==> config.mk <==
export PLATFORM = sky130hd
export DESIGN_NAME = fsb_subsystem
export DESIGN_NICKNAME = d
export VERILOG_FILES = /design/src/fsb_pkg.sv /design/src/fsb_input_stage.sv /design/src/fsb_gateway.sv /design/src/fsb_node.sv /design/src/fsb_output_merge.sv /design/src/fsb_subsystem.sv
export SDC_FILE = /design/constraint.sdc
export NUM_CORES = 1
export LEC_CHECK = 0
export BUFFER_PORTS_ARGS = -buffer_cell sky130_fd_sc_hd__buf_2
export CORE_ASPECT_RATIO = 1.4
export CORE_MARGIN = 2
export CORE_UTILIZATION = 60
export CTS_CLUSTER_DIAMETER = 30
export DETAILED_ROUTE_END_ITERATION = 6
export GPL_TIMING_DRIVEN = 1
export PLACE_DENSITY = 0.79
export SETUP_SLACK_MARGIN = 0.3
export SKIP_LAST_GASP = 1
export SYNTH_ARGS = -nofsm -noshare
export SYNTH_HDL_FRONTEND = slang
export SYNTH_SLANG_ARGS = --single-unit
==> constraint.sdc <==
create_clock -name clk_i -period 7.35 [get_ports clk_i]
set_clock_uncertainty 0.2 [all_clocks]
set_input_delay 0.3675 -clock clk_i [delete_from_list [all_inputs] [get_ports clk_i]]
set_output_delay 0.3675 -clock clk_i [all_outputs]
set_load 0.1 [all_outputs]
==> src/fsb_pkg.sv <==
/*
 * shared definitions for the four-node front-side-bus fabric
 * packet word with its data and switch-command views, response word,
 * opcodes and sizing constants; modules import this package
 */
`default_nettype none

package fsb_pkg;

   // fabric sizing
   localparam int NUM_NODES     = 4;
   localparam int ID_WIDTH      = 2;
   localparam int PKT_WIDTH     = 32;
   localparam int PAYLOAD_WIDTH = 29;
   localparam int SUM_WIDTH     = 30;

   // switch opcodes
   // any other value is ignored by the gateway
   typedef enum logic [3:0]
   {
      ENABLE_CMD        = 4'd1,
      DISABLE_CMD       = 4'd2,
      RESET_ENABLE_CMD  = 4'd3,
      RESET_DISABLE_CMD = 4'd4
   } fsb_opcode_e;

   // data view with cmd at 0
   typedef struct packed
   {
      logic [ID_WIDTH-1:0]      destid;
      logic                     cmd;
      logic [PAYLOAD_WIDTH-1:0] payload;
   } fsb_pkt_data_s;

   // switch command view with cmd at 1
   typedef struct packed
   {
      logic [ID_WIDTH-1:0] destid;
      logic                cmd;
      fsb_opcode_e         opcode;
      logic [24:0]         unused;
   } fsb_pkt_cmd_s;

   // destid and cmd line up in both views
   typedef union packed
   {
      fsb_pkt_data_s data_view;
      fsb_pkt_cmd_s  cmd_view;
   } fsb_pkt_u;

   // node response tagged with the source node id
   typedef struct packed
   {
      logic [ID_WIDTH-1:0]  srcid;
      logic [SUM_WIDTH-1:0] sum;
   } fsb_resp_s;

endpackage

`default_nettype wire

==> src/fsb_input_stage.sv <==
/*
 * one-entry buffer between the switch and the broadcast lanes
 * a packet is held and offered to every gateway until all of them
 * have taken it in the same cycle
 */
`timescale 1ns/100ps
`default_nettype none

module fsb_input_stage
(
   input  logic                            clk_i,
   input  logic                            reset_i,

   // from the switch
   input  logic                            in_v_i,
   input  fsb_pkg::fsb_pkt_u               in_data_i,
   output logic                            in_ready_o,

   // broadcast to the lanes
   output logic                            pkt_v_o,
   output fsb_pkg::fsb_pkt_u               pkt_o,
   input  logic [fsb_pkg::NUM_NODES-1:0]   lane_ready_i
);

   import fsb_pkg::*;

   logic      pkt_v_r;
   fsb_pkt_u  pkt_r;
   logic      consume;

   // every lane must take the packet in the same cycle
   assign consume = pkt_v_r & (&lane_ready_i);

   // free when empty or draining this cycle
   assign in_ready_o = ~pkt_v_r | consume;

   assign pkt_v_o = pkt_v_r;
   assign pkt_o   = pkt_r;

   always_ff @(posedge clk_i)
   begin
      if (reset_i)
         pkt_v_r <= 1'b0;
      else if (in_ready_o)
         pkt_v_r <= in_v_i;
   end

   // packet word loads on an accepted transfer
   always_ff @(posedge clk_i)
   begin
      if (in_ready_o & in_v_i)
         pkt_r <= in_data_i;
   end

   // a waiting packet stays put until every lane has it
   a_pkt_stable : assert property (@(posedge clk_i) disable iff (reset_i)
      pkt_v_r && !consume |=> pkt_v_r && $stable(pkt_r))
      else $error("input stage packet changed while waiting");

endmodule

`default_nettype wire

==> src/fsb_gateway.sv <==
/*
 * per-node gateway in front of one node
 * runs switch commands addressed to its id, forwards data to the node
 * while it is enabled, and sinks everything else
 * ready_o looks at v_i in the same cycle
 */
`timescale 1ns/100ps
`default_nettype none

module fsb_gateway
#(
   parameter int unsigned NODE_ID = 0
)
(
   input  logic               clk_i,
   input  logic               reset_i,

   // from/to the input stage
   input  logic               v_i,
   input  fsb_pkg::fsb_pkt_u  data_i,
   output logic               ready_o,

   // to/from the node
   output logic               v_o,
   input  logic               ready_i,
   output logic               node_en_o,
   output logic               node_reset_o
);

   import fsb_pkg::*;

   logic node_en_r;
   logic node_en_n;
   logic node_reset_r;
   logic node_reset_n;
   logic id_match;
   logic for_this_node;
   logic for_switch;

   assign node_en_o    = node_en_r;
   assign node_reset_o = node_reset_r;

   // destid and cmd decode the same in either view
   assign id_match      = (data_i.data_view.destid == ID_WIDTH'(NODE_ID));
   assign for_this_node = v_i & id_match;
   assign for_switch    = for_this_node & data_i.data_view.cmd;

   // only enabled, id-matching data reaches the node
   assign v_o = node_en_r & for_this_node & ~for_switch;

   // sink when node asleep, node ready, command, or someone else's packet
   assign ready_o = v_i
                    & (~node_en_r
                       | ready_i
                       | for_switch
                       | ~for_this_node);

   // commands land at the edge that consumes them
   // a repeated offer just rewrites the same value
   always_comb
   begin
      node_en_n    = node_en_r;
      node_reset_n = node_reset_r;
      if (for_switch)
      begin
         case (data_i.cmd_view.opcode)
            ENABLE_CMD:        node_en_n    = 1'b1;
            DISABLE_CMD:       node_en_n    = 1'b0;
            RESET_ENABLE_CMD:  node_reset_n = 1'b1;
            RESET_DISABLE_CMD: node_reset_n = 1'b0;
            default:           ;
         endcase
      end
   end

   // node comes up disabled and held in reset
   always_ff @(posedge clk_i)
   begin
      if (reset_i)
      begin
         node_en_r    <= 1'b0;
         node_reset_r <= 1'b1;
      end
      else
      begin
         node_en_r    <= node_en_n;
         node_reset_r <= node_reset_n;
      end
   end

   a_fwd_enabled : assert property (@(posedge clk_i) disable iff (reset_i)
      v_o |-> node_en_r)
      else $error("gateway %0d forwarded while disabled", NODE_ID);

   a_fwd_data_only : assert property (@(posedge clk_i) disable iff (reset_i)
      v_o |-> !data_i.data_view.cmd)
      else $error("gateway %0d forwarded a switch command", NODE_ID);

endmodule

`default_nettype wire

==> src/fsb_node.sv <==
/*
 * per-node payload accumulator
 * each accepted payload is added to a 30-bit running sum and one
 * response with the node id and the new sum is held until granted
 */
`timescale 1ns/100ps
`default_nettype none

module fsb_node
#(
   parameter int unsigned NODE_ID = 0
)
(
   input  logic               clk_i,
   input  logic               reset_i,
   input  logic               node_reset_i,

   // data from the gateway
   input  logic               v_i,
   input  fsb_pkg::fsb_pkt_u  data_i,
   output logic               ready_o,

   // response to the merge
   output logic               resp_v_o,
   output fsb_pkg::fsb_resp_s resp_o,
   input  logic               resp_ready_i
);

   import fsb_pkg::*;

   logic                 resp_v_r;
   logic [SUM_WIDTH-1:0] sum_r;
   logic                 accept;

   // packets are sunk in node reset and otherwise taken one response at a time
   assign ready_o = node_reset_i | ~resp_v_r;
   assign accept  = v_i & ready_o & ~node_reset_i;

   assign resp_v_o     = resp_v_r;
   assign resp_o.srcid = ID_WIDTH'(NODE_ID);
   assign resp_o.sum   = sum_r;

   always_ff @(posedge clk_i)
   begin
      if (reset_i | node_reset_i)
      begin
         sum_r    <= '0;
         resp_v_r <= 1'b0;
      end
      else if (accept)
      begin
         // wraps modulo 2^30
         sum_r    <= sum_r + SUM_WIDTH'(data_i.data_view.payload);
         resp_v_r <= 1'b1;
      end
      else if (resp_v_r & resp_ready_i)
         resp_v_r <= 1'b0;
   end

   a_no_accept_pending : assert property (@(posedge clk_i) disable iff (reset_i)
      resp_v_r && !node_reset_i |-> !accept)
      else $error("node %0d took data with a response pending", NODE_ID);

endmodule

`default_nettype wire

==> src/fsb_output_merge.sv <==
/*
 * round-robin merge of the node responses onto the output port
 * grant is combinational and doubles as each lane's ready
 * the search starts after the last granted lane and the pointer
 * moves on each output transfer
 */
`timescale 1ns/100ps
`default_nettype none

module fsb_output_merge
(
   input  logic                                       clk_i,
   input  logic                                       reset_i,

   input  logic [fsb_pkg::NUM_NODES-1:0]              resp_v_i,
   input  fsb_pkg::fsb_resp_s [fsb_pkg::NUM_NODES-1:0] resp_i,
   output logic [fsb_pkg::NUM_NODES-1:0]              grant_o,

   output logic                                       out_v_o,
   output fsb_pkg::fsb_resp_s                         out_data_o,
   input  logic                                       out_ready_i
);

   import fsb_pkg::*;

   logic [ID_WIDTH-1:0] last_r;
   logic [ID_WIDTH-1:0] sel;
   logic                found;

   // first pending lane after last_r with wraparound
   always_comb
   begin
      logic [ID_WIDTH-1:0] idx;
      sel   = last_r;
      found = 1'b0;
      for (int i = 1; i <= NUM_NODES; i++)
      begin
         idx = last_r + ID_WIDTH'(i);
         if (!found && resp_v_i[idx])
         begin
            found = 1'b1;
            sel   = idx;
         end
      end
   end

   assign out_v_o    = |resp_v_i;
   assign out_data_o = resp_i[sel];
   assign grant_o    = (found & out_ready_i) ? (NUM_NODES'(1) << sel) : '0;

   // start so that lane 0 wins first
   always_ff @(posedge clk_i)
   begin
      if (reset_i)
         last_r <= ID_WIDTH'(NUM_NODES - 1);
      else if (out_v_o & out_ready_i)
         last_r <= sel;
   end

   a_grant_legal : assert property (@(posedge clk_i) disable iff (reset_i)
      $onehot0(grant_o) && ((grant_o & ~resp_v_i) == '0))
      else $error("merge grant %b illegal for valid %b", grant_o, resp_v_i);

endmodule

`default_nettype wire

==> src/fsb_subsystem.sv <==
/*
 * top of the four-node fabric
 * input stage broadcasts each packet to four gateway/node lanes,
 * the output merge drains their responses onto one port
 */
`timescale 1ns/100ps
`default_nettype none

module fsb_subsystem
(
   input  logic               clk_i,
   input  logic               reset_i,

   input  logic               in_v_i,
   input  fsb_pkg::fsb_pkt_u  in_data_i,
   output logic               in_ready_o,

   output logic               out_v_o,
   output fsb_pkg::fsb_resp_s out_data_o,
   input  logic               out_ready_i
);

   import fsb_pkg::*;

   logic                         pkt_v;
   fsb_pkt_u                     pkt;
   logic [NUM_NODES-1:0]         lane_ready;
   logic [NUM_NODES-1:0]         node_v;
   logic [NUM_NODES-1:0]         node_ready;
   logic [NUM_NODES-1:0]         node_en;
   logic [NUM_NODES-1:0]         node_reset;
   logic [NUM_NODES-1:0]         resp_v;
   logic [NUM_NODES-1:0]         grant;
   fsb_resp_s [NUM_NODES-1:0]    resp;

   fsb_input_stage input_stage_i
   (
      .clk_i        (clk_i),
      .reset_i      (reset_i),
      .in_v_i       (in_v_i),
      .in_data_i    (in_data_i),
      .in_ready_o   (in_ready_o),
      .pkt_v_o      (pkt_v),
      .pkt_o        (pkt),
      .lane_ready_i (lane_ready)
   );

   for (genvar g = 0; g < NUM_NODES; g++)
   begin : lane
      fsb_gateway #(.NODE_ID(g)) gateway_i
      (
         .clk_i        (clk_i),
         .reset_i      (reset_i),
         .v_i          (pkt_v),
         .data_i       (pkt),
         .ready_o      (lane_ready[g]),
         .v_o          (node_v[g]),
         .ready_i      (node_ready[g]),
         .node_en_o    (node_en[g]),
         .node_reset_o (node_reset[g])
      );

      fsb_node #(.NODE_ID(g)) node_i
      (
         .clk_i        (clk_i),
         .reset_i      (reset_i),
         .node_reset_i (node_reset[g]),
         .v_i          (node_v[g]),
         .data_i       (pkt),
         .ready_o      (node_ready[g]),
         .resp_v_o     (resp_v[g]),
         .resp_o       (resp[g]),
         .resp_ready_i (grant[g])
      );

      // a fresh response only comes from a lane that was enabled
      a_resp_from_enabled : assert property (@(posedge clk_i) disable iff (reset_i)
         $rose(resp_v[g]) |-> $past(node_en[g]))
         else $error("lane %0d responded while disabled", g);
   end

   fsb_output_merge output_merge_i
   (
      .clk_i       (clk_i),
      .reset_i     (reset_i),
      .resp_v_i    (resp_v),
      .resp_i      (resp),
      .grant_o     (grant),
      .out_v_o     (out_v_o),
      .out_data_o  (out_data_o),
      .out_ready_i (out_ready_i)
   );

endmodule

`default_nettype wire

==> results of run 1 <==
[layout make-up]
cell class                      count  area, µm²
Multi-Input combinational cell   1337       8350
Fill cell                        1768       6610
Sequential cell                   167       3660
Timing Repair Buffer              112        751
Clock buffer                       19        433
Tap cell                          256        320
Inverter                           39        146
Clock inverter                     13        124
[stage by stage]
stage | setup slack, ns | std cells | util (%)
2_1_floorplan | 3.08 | 1611 | -
3_3_place_gp | 3.83 | 1878 | 63.2
3_5_place_dp | 3.80 | 1878 | 63.2
4_1_cts | 3.34 | 1943 | 67.6
5_1_grt | 3.07 | 1943 | 67.6
6_report | 3.27 | 1943 | 67.6
[worst paths after layout]
kind / start / endpoint / cells after the start
setup reg to reg: input_stage_i.pkt_o[1] / lane[3].node_i.sum_r[28] / 11
hold / removal: in_v_i / input_stage_i.pkt_v_o / 3
setup / recovery: lane[1].node_i.resp_v_o / out_data_o[18] / 10
hold reg to reg: lane[2].node_i.sum_r[0] / lane[2].node_i.sum_r[0] / 2
[cells in the mapped netlist, drive strengths merged, types with 4 or more instances]
library cell / number
nand2: 308
a21oi: 182
dfxtp: 135
ha: 116
nor2: 98
o21ai: 84
clkbuf: 60
nand3: 60
xnor2: 49
a21o: 48
a31oi: 48
and3: 44
inv: 39
a211oi: 32
edfxtp: 32
xor2: 29
nand2b: 24
nor3: 16
or3: 15
nand4: 14
o21a: 13
nor2b: 11
o21bai: 10
or4: 10
and2: 9
o211ai: 9
nor4: 8
o22ai: 8
o31ai: 7
or2: 7
a41oi: 6
buf: 6
a2111oi: 5
a211o: 5
a21boi: 5
and4: 5
nor4b: 5
a31o: 4
fa: 4
[per-layer routing]
metal | track usage (%) | up-vias | wire length, µm
met5 | 0 | - | 0
met4 | 28.3 | 0 | 3370
met3 | 4.34 | 152 | 1540
met2 | 59.9 | 408 | 18400
met1 | 37.4 | 5739 | 14300
li1 | - | 5984 | -
[registers in the layout, summed over array words and instances, names as in the netlist]
register                     cells
output_merge_i.last_r            2
lane.gateway_i.node_reset_o      4
lane.gateway_i.node_en_o         4
lane.node_i.sum_r              120
input_stage_i.pkt_o             32
input_stage_i.pkt_v_o            1
lane.node_i.resp_v_o             4
[what timing repair did]
item                                    CTS  global route
hold buffers                             33             0
endpoints found under the setup margin    0             0
endpoints found under the hold margin    33             0
[worst max-delay path: cells and delay by family, from the launching register on]
kind	cells	cell delay [ns]
AOI/OAI and AO/OA	2	0.33
and+or+nand+nor	5	0.71
buffers and inverters	3	1.58
DFF	1	0.43
[cells by family after synthesis]
group / count (synthesis) / share of synthesized area (%)
DFF: 167 / 29.5
xor gates and xnor gates: 78 / 5.50
adders and majority gates: 120 / 12.3
buffers and inverters: 107 / 3.55
muxes: 3 / 0.242
and+or+nand+nor: 645 / 24.1
AOI/OAI and AO/OA: 491 / 24.8
[report_power, final]
| part | total (mW) | leakage, nW | internal (mW) | switching (mW) |
|---|---|---|---|---|
| logic | 0.202 | 4.00 | 0.0888 | 0.113 |
| registers | 0.991 | 1.40 | 0.950 | 0.0409 |
| clock network | 0.876 | 0.266 | 0.471 | 0.405 |
==> impl_results.md, run 1 <==
* Setup CP Type: flip-flop to output pin
* Max_slew headroom at 20.9%
* Final hold slack at 0.0149 ns
* R2r setup slk at 3.70 ns
* Vias in the first global route at ~12000
* Fin area at 0.0138 mm²
* CP cell instances: nor2b_1 -> a21oi_1 -> nor2_1 -> nor3_2 -> buf_4 -> inv_2 -> nand2_1 -> and3_1 -> a31oi_1 -> buf_2
* Largest cells by area after synthesis: dfxtp_1, ha_1, nand2_1
* Total setup buffers inserted after CTS at 0
* Max cap viols at 0
* Lkg Pwr at 5.66 nW
* Yosys cell types at 81
* Post-DRT Antenna Nets at 0
* Power per cell area at between 150 and 200 mW/mm²
* Asr flop ratio synth at 0%
* Aggregate global-route resource usage at between 30% and 40%
* Clock Tree Root: clkbuf_16
* Max Clk Rate at between 200 and 250 MHz
* Total CTS buffers at 17
* Final Hold Vio Count at 0
* Die X at approximately 130 µm
* Post-synth top area cell: dfxtp_1
* Cts repair resizes at 0
* Hold Path Class: primary input to flip-flop
* Commonest non-fill, non-tap cell in the layout: nand2_1
* Post-synth EDFFs at 32
* Worst EP required at about 6.8 ns
* Share of cells above drive strength 1 at about 8.5%
* Clock sink total at roughly 170
* # port buffers at 69
* Final period utilization at 55.5%
* Crit start category: flip-flop
* Max Slew Vio Count at 0
* DRT iter0 DRCs at approximately 810
* Most used DFF post-synth: dfxtp_1
* Overall Power at 2.07 mW
* Placed cell area at between 0.01 and 0.015 mm²
* Largest net degree at the start of global routing at 66
* Total Nets Final at between 1500 and 2000
* Die ar. at roughly 0.022 mm²
* Diode count at 0
* Synth top area share at between 20% and 30%
* DPL Wire Length at around 28 mm
* Peak VDD IR at roughly 160 µV
* Initial cell density of the core at between 60% and 70%
* Post-Synthesis Net Count at 1767
* Status: complete, no violations
* Synth Register Bits at ~170
* Drt total wl at ~38 mm
* Grt ovf at 0
* Wire per inst at between 15 and 20 µm
* YS warnings at 0
* Actual slew at the worst max-slew pin at 1.18 ns
* 1st-pass router iterations at 5
* Commonest cells after routing, fill and taps aside: nand2_1, a21oi_1, dfxtp_1
* # DRC at 0
* Slowest-stage cell, CP: inv_2
* Tmin final at 4.08 ns
* Mapped Cells at roughly 1600
* Die H at roughly 170 µm
* First-pass GRT wire length at 60.4 mm
* Final Setup Violations at 0
* DR vias at 12300
* Slowest stage delay, CP at ~0.78 ns
* Clk Latency, worst-skew pair at approximately 0.44 ns
* CTS tree: done
* H-tree depth at 4
* CP arrival at approximately 3.5 ns
* Placement row count at slightly above 60
* Setup crit end kind: output pin
* Initial antenna violation count at 0
* I/O pin count at 70
* TNS Setup at 0 ns
* CORE AREA at slightly above 0.02 mm²
* Max FO, Critical Path at 65
* RSZ-0062 raised after global routing: no
* Syn Area/Cell at just under 8 µm²
* DR vias/cell at approximately 6.3
* Sequential area share after synthesis at 29.5%
* Clk buf depth at 2
* Cell area after synthesis at between 0.01 and 0.015 mm²
* Clock transition at path regs at ~0.07 ns
* Layout area overhead at 10.9%
* GPL Wtd Cong at between 0.9 and 1
(Power assumes the default switching activity.)
==> run 2, diff against run 1 <==
CORE_UTILIZATION = 57   (was 60)
PLACE_DENSITY = 0.78   (was 0.79)
clock period = 3.47 ns   (was 7.35 ns; I/O delays follow)
==> impl_results.md, run 2 (same netlist as run 1, synthesis figures left out) <==
* Clock Tree Root: clkbuf_16
* Final worst setup slack at 0.354 ns (-2.91 ns)
* Actual slew at the worst max-slew pin at 1.09 ns (-0.0964 ns)
* Grt peak-use layer: met2
* CORE AREA at 0.0213 mm² (+4.3%)
* Setup CP Type: flip-flop to output pin
* M1 GR Usage at 36.7% (-0.69 points)
* Tmin final at roughly 3.1 ns
* Max_slew headroom at 27.2% (+6.3 points)
* CP Capture Point: out_data_o[26]
* Setup crit end kind: output pin
* Final hold slack at 0.234 ns (+0.219 ns)
* Reg2Reg Launch Point: input_stage_i.pkt_o[9]
* Peak VDD IR at 353 µV (+120%)
* Place WS at 0.150 ns (-3.65 ns)
* Clk Latency, worst-skew pair at 0.45 ns (about the same)
* DPL Wire Length at 28.1 mm (about the same)
* # port buffers at 69 (unchanged)
* Clock sink total at 167 (unchanged)
* Status: complete, no violations
* Die ar. at 0.0230 mm² (+5.1%)
* TNS Setup at 0 ns (unchanged)
* CP cell instances: nor2b_1 -> a21oi_1 -> nor2_2 -> nor3_4 -> buf_4 -> inv_6 -> buf_8 -> nand2_1 -> and3_1 -> a31oi_2 -> buf_12
* # DRC at 0 (unchanged)
* Max Clk Rate at 321 MHz
* Number of fill cells at 1626 (-8.0%)
* Share of cells above drive strength 1 at 15.5% (+7.1 points)
* Final Hold Vio Count at 0 (unchanged)
* Max reg flops at 120 (unchanged)
* Placement row count at 63 (+1.6%)
* Drt total wl at 40.3 mm (+7.3%)
* RSZ-0062 raised after global routing: yes
* Final period utilization at about nine tenths
* Layout area overhead at 21.9%
* Placed cell area at 0.0136 mm² (+5.6%)
* Grt ovf at 0 (unchanged)
* H-tree depth at 4 (unchanged)
* Wire per inst at 20.2 µm (+4.7%)
* Met3 Use GR at 5.13% (+0.79 points)
* Overall Power at 4.47 mW (+120%)
* Worst path bufs/invs at 4 (+1)
* Slowest-stage cell, CP: dfxtp_2
* Hold Path Class: primary input to flip-flop
* Die H at 179 µm (+2.5%)
* CP Launch Point: lane[1].node_i.resp_v_o
* Slowest stage delay, CP at 0.41 ns (-0.37 ns)
* Worst reg2reg endpoint: lane[1].node_i.sum_r[28]
* Fin area at 0.0152 mm² (+9.9%)
* Diode count at 0 (unchanged)
* Commonest non-fill, non-tap cell in the layout: nand2_1
* CTS tree: done
* Number of stages on the worst setup path at 11 (+1)
* Total CTS buffers at 17 (unchanged)
* First-pass GRT wire length at 62.4 mm (+3.3%)
* Initial cell density of the core at 58.4% (-2.5 points)
* Worst EP required at 3.10 ns (-3.68 ns)
* Non-Filler Instances at 1991 (+2.5%)
* Max FO, Critical Path at 24 (-63%)
* GPL Wtd Cong at 0.990 (about the same)
* Top reg by flops: lane.node_i.sum_r
* Aggregate global-route resource usage at 34.5% (about the same)
* Die X at 129 µm (+2.5%)
* Met2 Resource Use GR at 60.7% (+0.83 points)
* Final Setup Violations at 0 (unchanged)
* Largest net degree at the start of global routing at 65 (-1.5%)
* 1st-pass router iterations at 6 (+1)
* Placed cell count at 1893 (+0.80%)
* DRT iter0 DRCs at 1071 (+32%)
* R2r setup slk at 0.37 ns (-3.33 ns)
* Max cap viols at 0 (unchanged)
* R2R depth at 11 (unchanged)
* Total Nets Final at 1874 (+2.4%)
* Crit start category: flip-flop
* DR vias/cell at 6.52 (+3.1%)
* Initial antenna violation count at 0 (unchanged)
* CP top delay family: simple AND/OR/NAND/NOR gates
* Vias in the first global route at 12400 (+4.5%)
* Post-DRT Antenna Nets at 0 (unchanged)
* Clock transition at path regs at 0.07 ns (about the same)
* Commonest cells after routing, fill and taps aside: nand2_1, a21oi_1, dfxtp_1
* CP arrival at 2.74 ns (-0.77 ns)
* I/O pin count at 70 (unchanged)
* Clk buf depth at 2 (unchanged)
* Final Util at 71.2% (+3.6 points)
* Power per cell area at 295 mW/mm² (+97%)
* Max Slew Vio Count at 0 (unchanged)
* Lkg Pwr at 6.07 nW (+7.1%)
* DR vias at 13000 (+5.6%)
[run 2: changes by cell type in the layout (fill, tap and decap cells not counted), sizes merged]
cell         change
buf             +40
dlygate4sd3      +3
inv              +3
clkinvlp         -2
bufinv           -1
clkinv           +1
[run 2: worst min-delay path by stage]
| stage | end | slack (ns) | cells after the start | start |
|---|---|---|---|---|
| after detailed placement | input_stage_i.pkt_o[0] | 0.15 | 1 | in_data_i[0] |
| after global routing | input_stage_i.pkt_o[9] | 0.24 | 2 | in_data_i[9] |
| after CTS | input_stage_i.pkt_o[9] | 0.23 | 2 | in_data_i[9] |
| after global placement | input_stage_i.pkt_o[5] | 0.15 | 1 | in_data_i[5] |
| final | input_stage_i.pkt_o[7] | 0.23 | 2 | in_data_i[7] |
| after floorplan | input_stage_i.pkt_o[0] | 0.07 | 0 | in_data_i[0] |
[run 2: layer usage]
layer	vias to the layer above	wire, µm
met2	585	19700
li1	6085	-
met1	6101	14700
met4	0	3730
met3	203	2110
met5	-	0
[run 2: power by group]
| group | total [mW] | internal (mW) | switching (mW) |
|---|---|---|---|
| clock | 1.88 | 0.979 | 0.899 |
| combinational | 0.514 | 0.228 | 0.286 |
| sequential | 2.08 | 2.01 | 0.0708 |
| total | 4.47 | 3.22 | 1.26 |
[run 2: timing repair]
item,4_1_cts,5_1_grt
pin swaps,4,28
gates cloned,0,1
hold endpoints to repair,47,0
gates resized for setup,19,65
buffers inserted,4,25
endpoints found under the setup margin,41,69
hold buffers,36,0
[run 2: cell type report]
cell class | count | area [µm²] | share of cell area, %
Clock inverter | 14 | 115 | 0.760
Clock buffer | 18 | 450 | 2.97
Inverter | 39 | 151 | 0.999
Sequential cell | 167 | 3660 | 24.2
Timing Repair Buffer | 156 | 1570 | 10.3
Multi-Input combinational cell | 1337 | 8880 | 58.6
Tap cell | 260 | 325 | 2.15
[run 2: worst reg2reg max path, delay by kind of cell (launching register included)]
family / cells / cell delay [ns]
compound gates: 4 / 0.61
buf+inv: 1 / 0.22
flops: 1 / 0.52
simple gates: 5 / 1.11
fa+ha+maj: 1 / 0.39
==> run 3, diff against run 2 <==
CORE_UTILIZATION = 60   (was 57)
GPL_TIMING_DRIVEN = 0   (was 1)
PLACE_DENSITY = 0.79   (was 0.78)
clock period = 4 ns   (was 3.47 ns; I/O delays follow)
==> impl_results.md, run 3 (same netlist as run 1, synthesis figures left out) <==
* Grt ovf at 0 (unchanged)
* Tmin final at approximately 3.6 ns
* Reg2Reg Launch Point: input_stage_i.pkt_o[0]
* Place WS at 0.314 ns (+0.164 ns)
* Wire per inst at 20.2 µm (about the same)
* Clock sink total at 167 (unchanged)
* Lkg Pwr at 5.77 nW (-4.8%)
* Met1 WL at 15.3 mm (+4.3%)
* Total CTS buffers at 17 (unchanged)
* Actual slew at the worst max-slew pin at 0.640 ns (-0.448 ns)
* # port buffers at 69 (unchanged)
* First-pass GRT wire length at 63.4 mm (+1.5%)
* Aggregate global-route resource usage at 36.6% (+2.1 points)
* Top reg by flops: lane.node_i.sum_r
* Final worst setup slack at 0.350 ns (-0.00390 ns)
* P_sw at 1.01 mW (-19%)
* Max_slew headroom at 56.8% (+30 points)
* Final Hold Vio Count at 0 (unchanged)
* Status: complete, no violations
* Diode count at 0 (unchanged)
* Share of cells above drive strength 1 at 8.58% (-7.0 points)
* Crit start category: flip-flop
* 1st-pass router iterations at 5 (-1)
* Peak VDD IR at 304 µV (-14%)
* Max Slew Vio Count at 0 (unchanged)
* Clk pwr share at 42.7% (+0.7 points)
* Die X at 126 µm (-2.5%)
* Clock transition at path regs at 0.07 ns (about the same)
* Final Setup Violations at 0 (unchanged)
* Initial cell density of the core at 60.9% (+2.5 points)
* Die ar. at 0.0219 mm² (-4.9%)
* Vias in the first global route at 12500 (+0.32%)
* Area occupied by multi-input gates at 0.00837 mm² (-5.7%)
* Total Nets Final at 1892 (+0.96%)
* Combinational power share at 10.1% (-1.4 points)
* CP cell instances: inv_1 -> a22oi_1 -> nor2_1 -> nor3_1 -> clkbuf_2 -> clkbuf_2 -> nand2_1 -> and3_1 -> a31oi_1 -> buf_4
* Most used cell, CP: clkbuf_2
* CTS tree: done
* Die H at 174 µm (-2.5%)
* Max layer used: met4
* Hold Path Origin: in_data_i[2]
* TNS Setup at 0 ns (unchanged)
* FF+latch area at 0.00366 mm² (about the same)
* Power Internal at 2.84 mW (-12%)
* Drt total wl at 40.5 mm (+0.67%)
* GPL Wtd Cong at 0.983 (-0.70%)
* Setup crit end kind: output pin
* Fin area at 0.0142 mm² (-6.6%)
* Met2 wire len at 19.6 mm (-0.74%)
* Max Clk Rate at about 270 MHz
* Hold Path Class: primary input to flip-flop
* DPL Wire Length at 31.5 mm (+12%)
* Placed cell count at 1937 (+2.3%)
* Part of the power in registers at 47.2% (+0.7 points)
* DR vias at 12700 (-1.8%)
* DR WL met3 at 2.11 mm (about the same)
* Net switching fraction of the power at 26.3% (-1.8 points)
* CP Launch Point: lane[2].node_i.resp_v_o
* Number of fill cells at 1764 (+8.5%)
* CP arrival at 3.25 ns (+0.51 ns)
* Non-Filler Instances at 2005 (+0.70%)
* Max FO, Critical Path at 10 (-58%)
* Slowest-stage cell, CP: dfxtp_1
* Initial antenna violation count at 0 (unchanged)
* I/O pin count at 70 (unchanged)
* DR vias/cell at 6.36 (-2.5%)
* Layout area overhead at 13.9%
* Commonest cells after routing, fill and taps aside: nand2_1, a21oi_1, dfxtp_1
* Clock Tree Root: clkbuf_16
* Max cap viols at 0 (unchanged)
* Clk Latency, worst-skew pair at 0.44 ns (about the same)
* CORE AREA at 0.0204 mm² (-4.1%)
* Placement row count at 62 (-1.6%)
* # DRC at 0 (unchanged)
* Final period utilization at between 90% and 100%
* Final Util at 69.4% (-1.8 points)
* Worst EP required at 3.60 ns (+0.50 ns)
* Commonest non-fill, non-tap cell in the layout: nand2_1
* Power per cell area at 273 mW/mm² (-7.6%)
* RSZ-0062 raised after global routing: yes
* Post-DRT Antenna Nets at 0 (unchanged)
* DRT iter0 DRCs at 980 (-8.5%)
* Clk buf depth at 2 (unchanged)
* Setup CP Type: flip-flop to output pin
* Slowest stage delay, CP at 0.43 ns (+0.02 ns)
* Largest net degree at the start of global routing at 21 (-68%)
* H-tree depth at 4 (unchanged)
* Max reg flops at 120 (unchanged)
* Placed cell area at 0.0132 mm² (-3.4%)
-- run 3: changes by cell type in the layout (fill, tap and decap cells not counted), sizes merged --
cell	delta
clkinv	-4
dlygate4sd3	-1
buf	-49
clkbuf	+73
dlymetal6s2s	+1
clkinvlp	+2
inv	-6
clkdlybuf4s25	+1
bufinv	+1
-- run 3: path summary, 6_finish.rpt --
path | end | slack [ns] | cells past startpoint
min | input_stage_i.pkt_o[2] | 0.27 | 2
max reg2reg | lane[3].node_i.sum_r[28] | 0.46 | 12
max | out_data_o[13] | 0.35 | 10
min reg2reg | lane[2].node_i.sum_r[21] | 0.27 | 2
-- run 3: cell type report --
| cell class | instances | area share (%) |
|---|---|---|
| clock inverters | 7 | 0.495 |
| flip-flops and latches | 167 | 25.9 |
| repair buffers | 106 | 5.50 |
| well taps | 256 | 2.26 |
| clock buffers | 25 | 3.51 |
| inverters | 39 | 1.03 |
| plain buffers | 68 | 2.17 |
| multi-input cells | 1337 | 59.2 |
-- run 3: critical path, delay by kind of cell (launching register included) --
kind,cells,cell delay [ns]
AO/OA/AOI/OAI,2,0.55
buffers and inverters,4,1.17
flip-flops,1,0.43
AND/OR/NAND/NOR,4,0.64
-- run 3: metal layers --
| metal | vias up | track usage, % |
|---|---|---|
| met5 | - | 0 |
| met4 | 0 | 28.6 |
| met3 | 185 | 5.02 |
| met2 | 492 | 62.6 |
| met1 | 5961 | 40.7 |
| li1 | 6106 | - |
-- run 3: what timing repair did --
action,CTS,global route
hold buffers,35,0
buffers inserted,1,0
endpoints found under the setup margin,30,36
resized for setup,14,22
hold endpoints to repair,40,0
-- run 3: per-stage QoR --
| stage | power (mW) | hold slack [ns] |
|---|---|---|
| 3_5_place_dp | 2.21 | 0.178 |
| 2_1_floorplan | 2.08 | 0.0989 |
| 4_1_cts | 3.85 | 0.259 |
| 5_1_grt | 3.96 | 0.264 |
| 6_report | 3.86 | 0.266 |
| 3_3_place_gp | 2.20 | 0.176 |
-- run 3: power by group through the flow --
stage | Sequential, mW | Clock, mW | Combinational [mW]
after floorplan | 1.81 | 0 | 0.270
after global placement | 1.86 | 0 | 0.339
after detailed placement | 1.86 | 0 | 0.351
after CTS | 1.82 | 1.65 | 0.383
after global routing | 1.82 | 1.71 | 0.433
final | 1.82 | 1.65 | 0.390
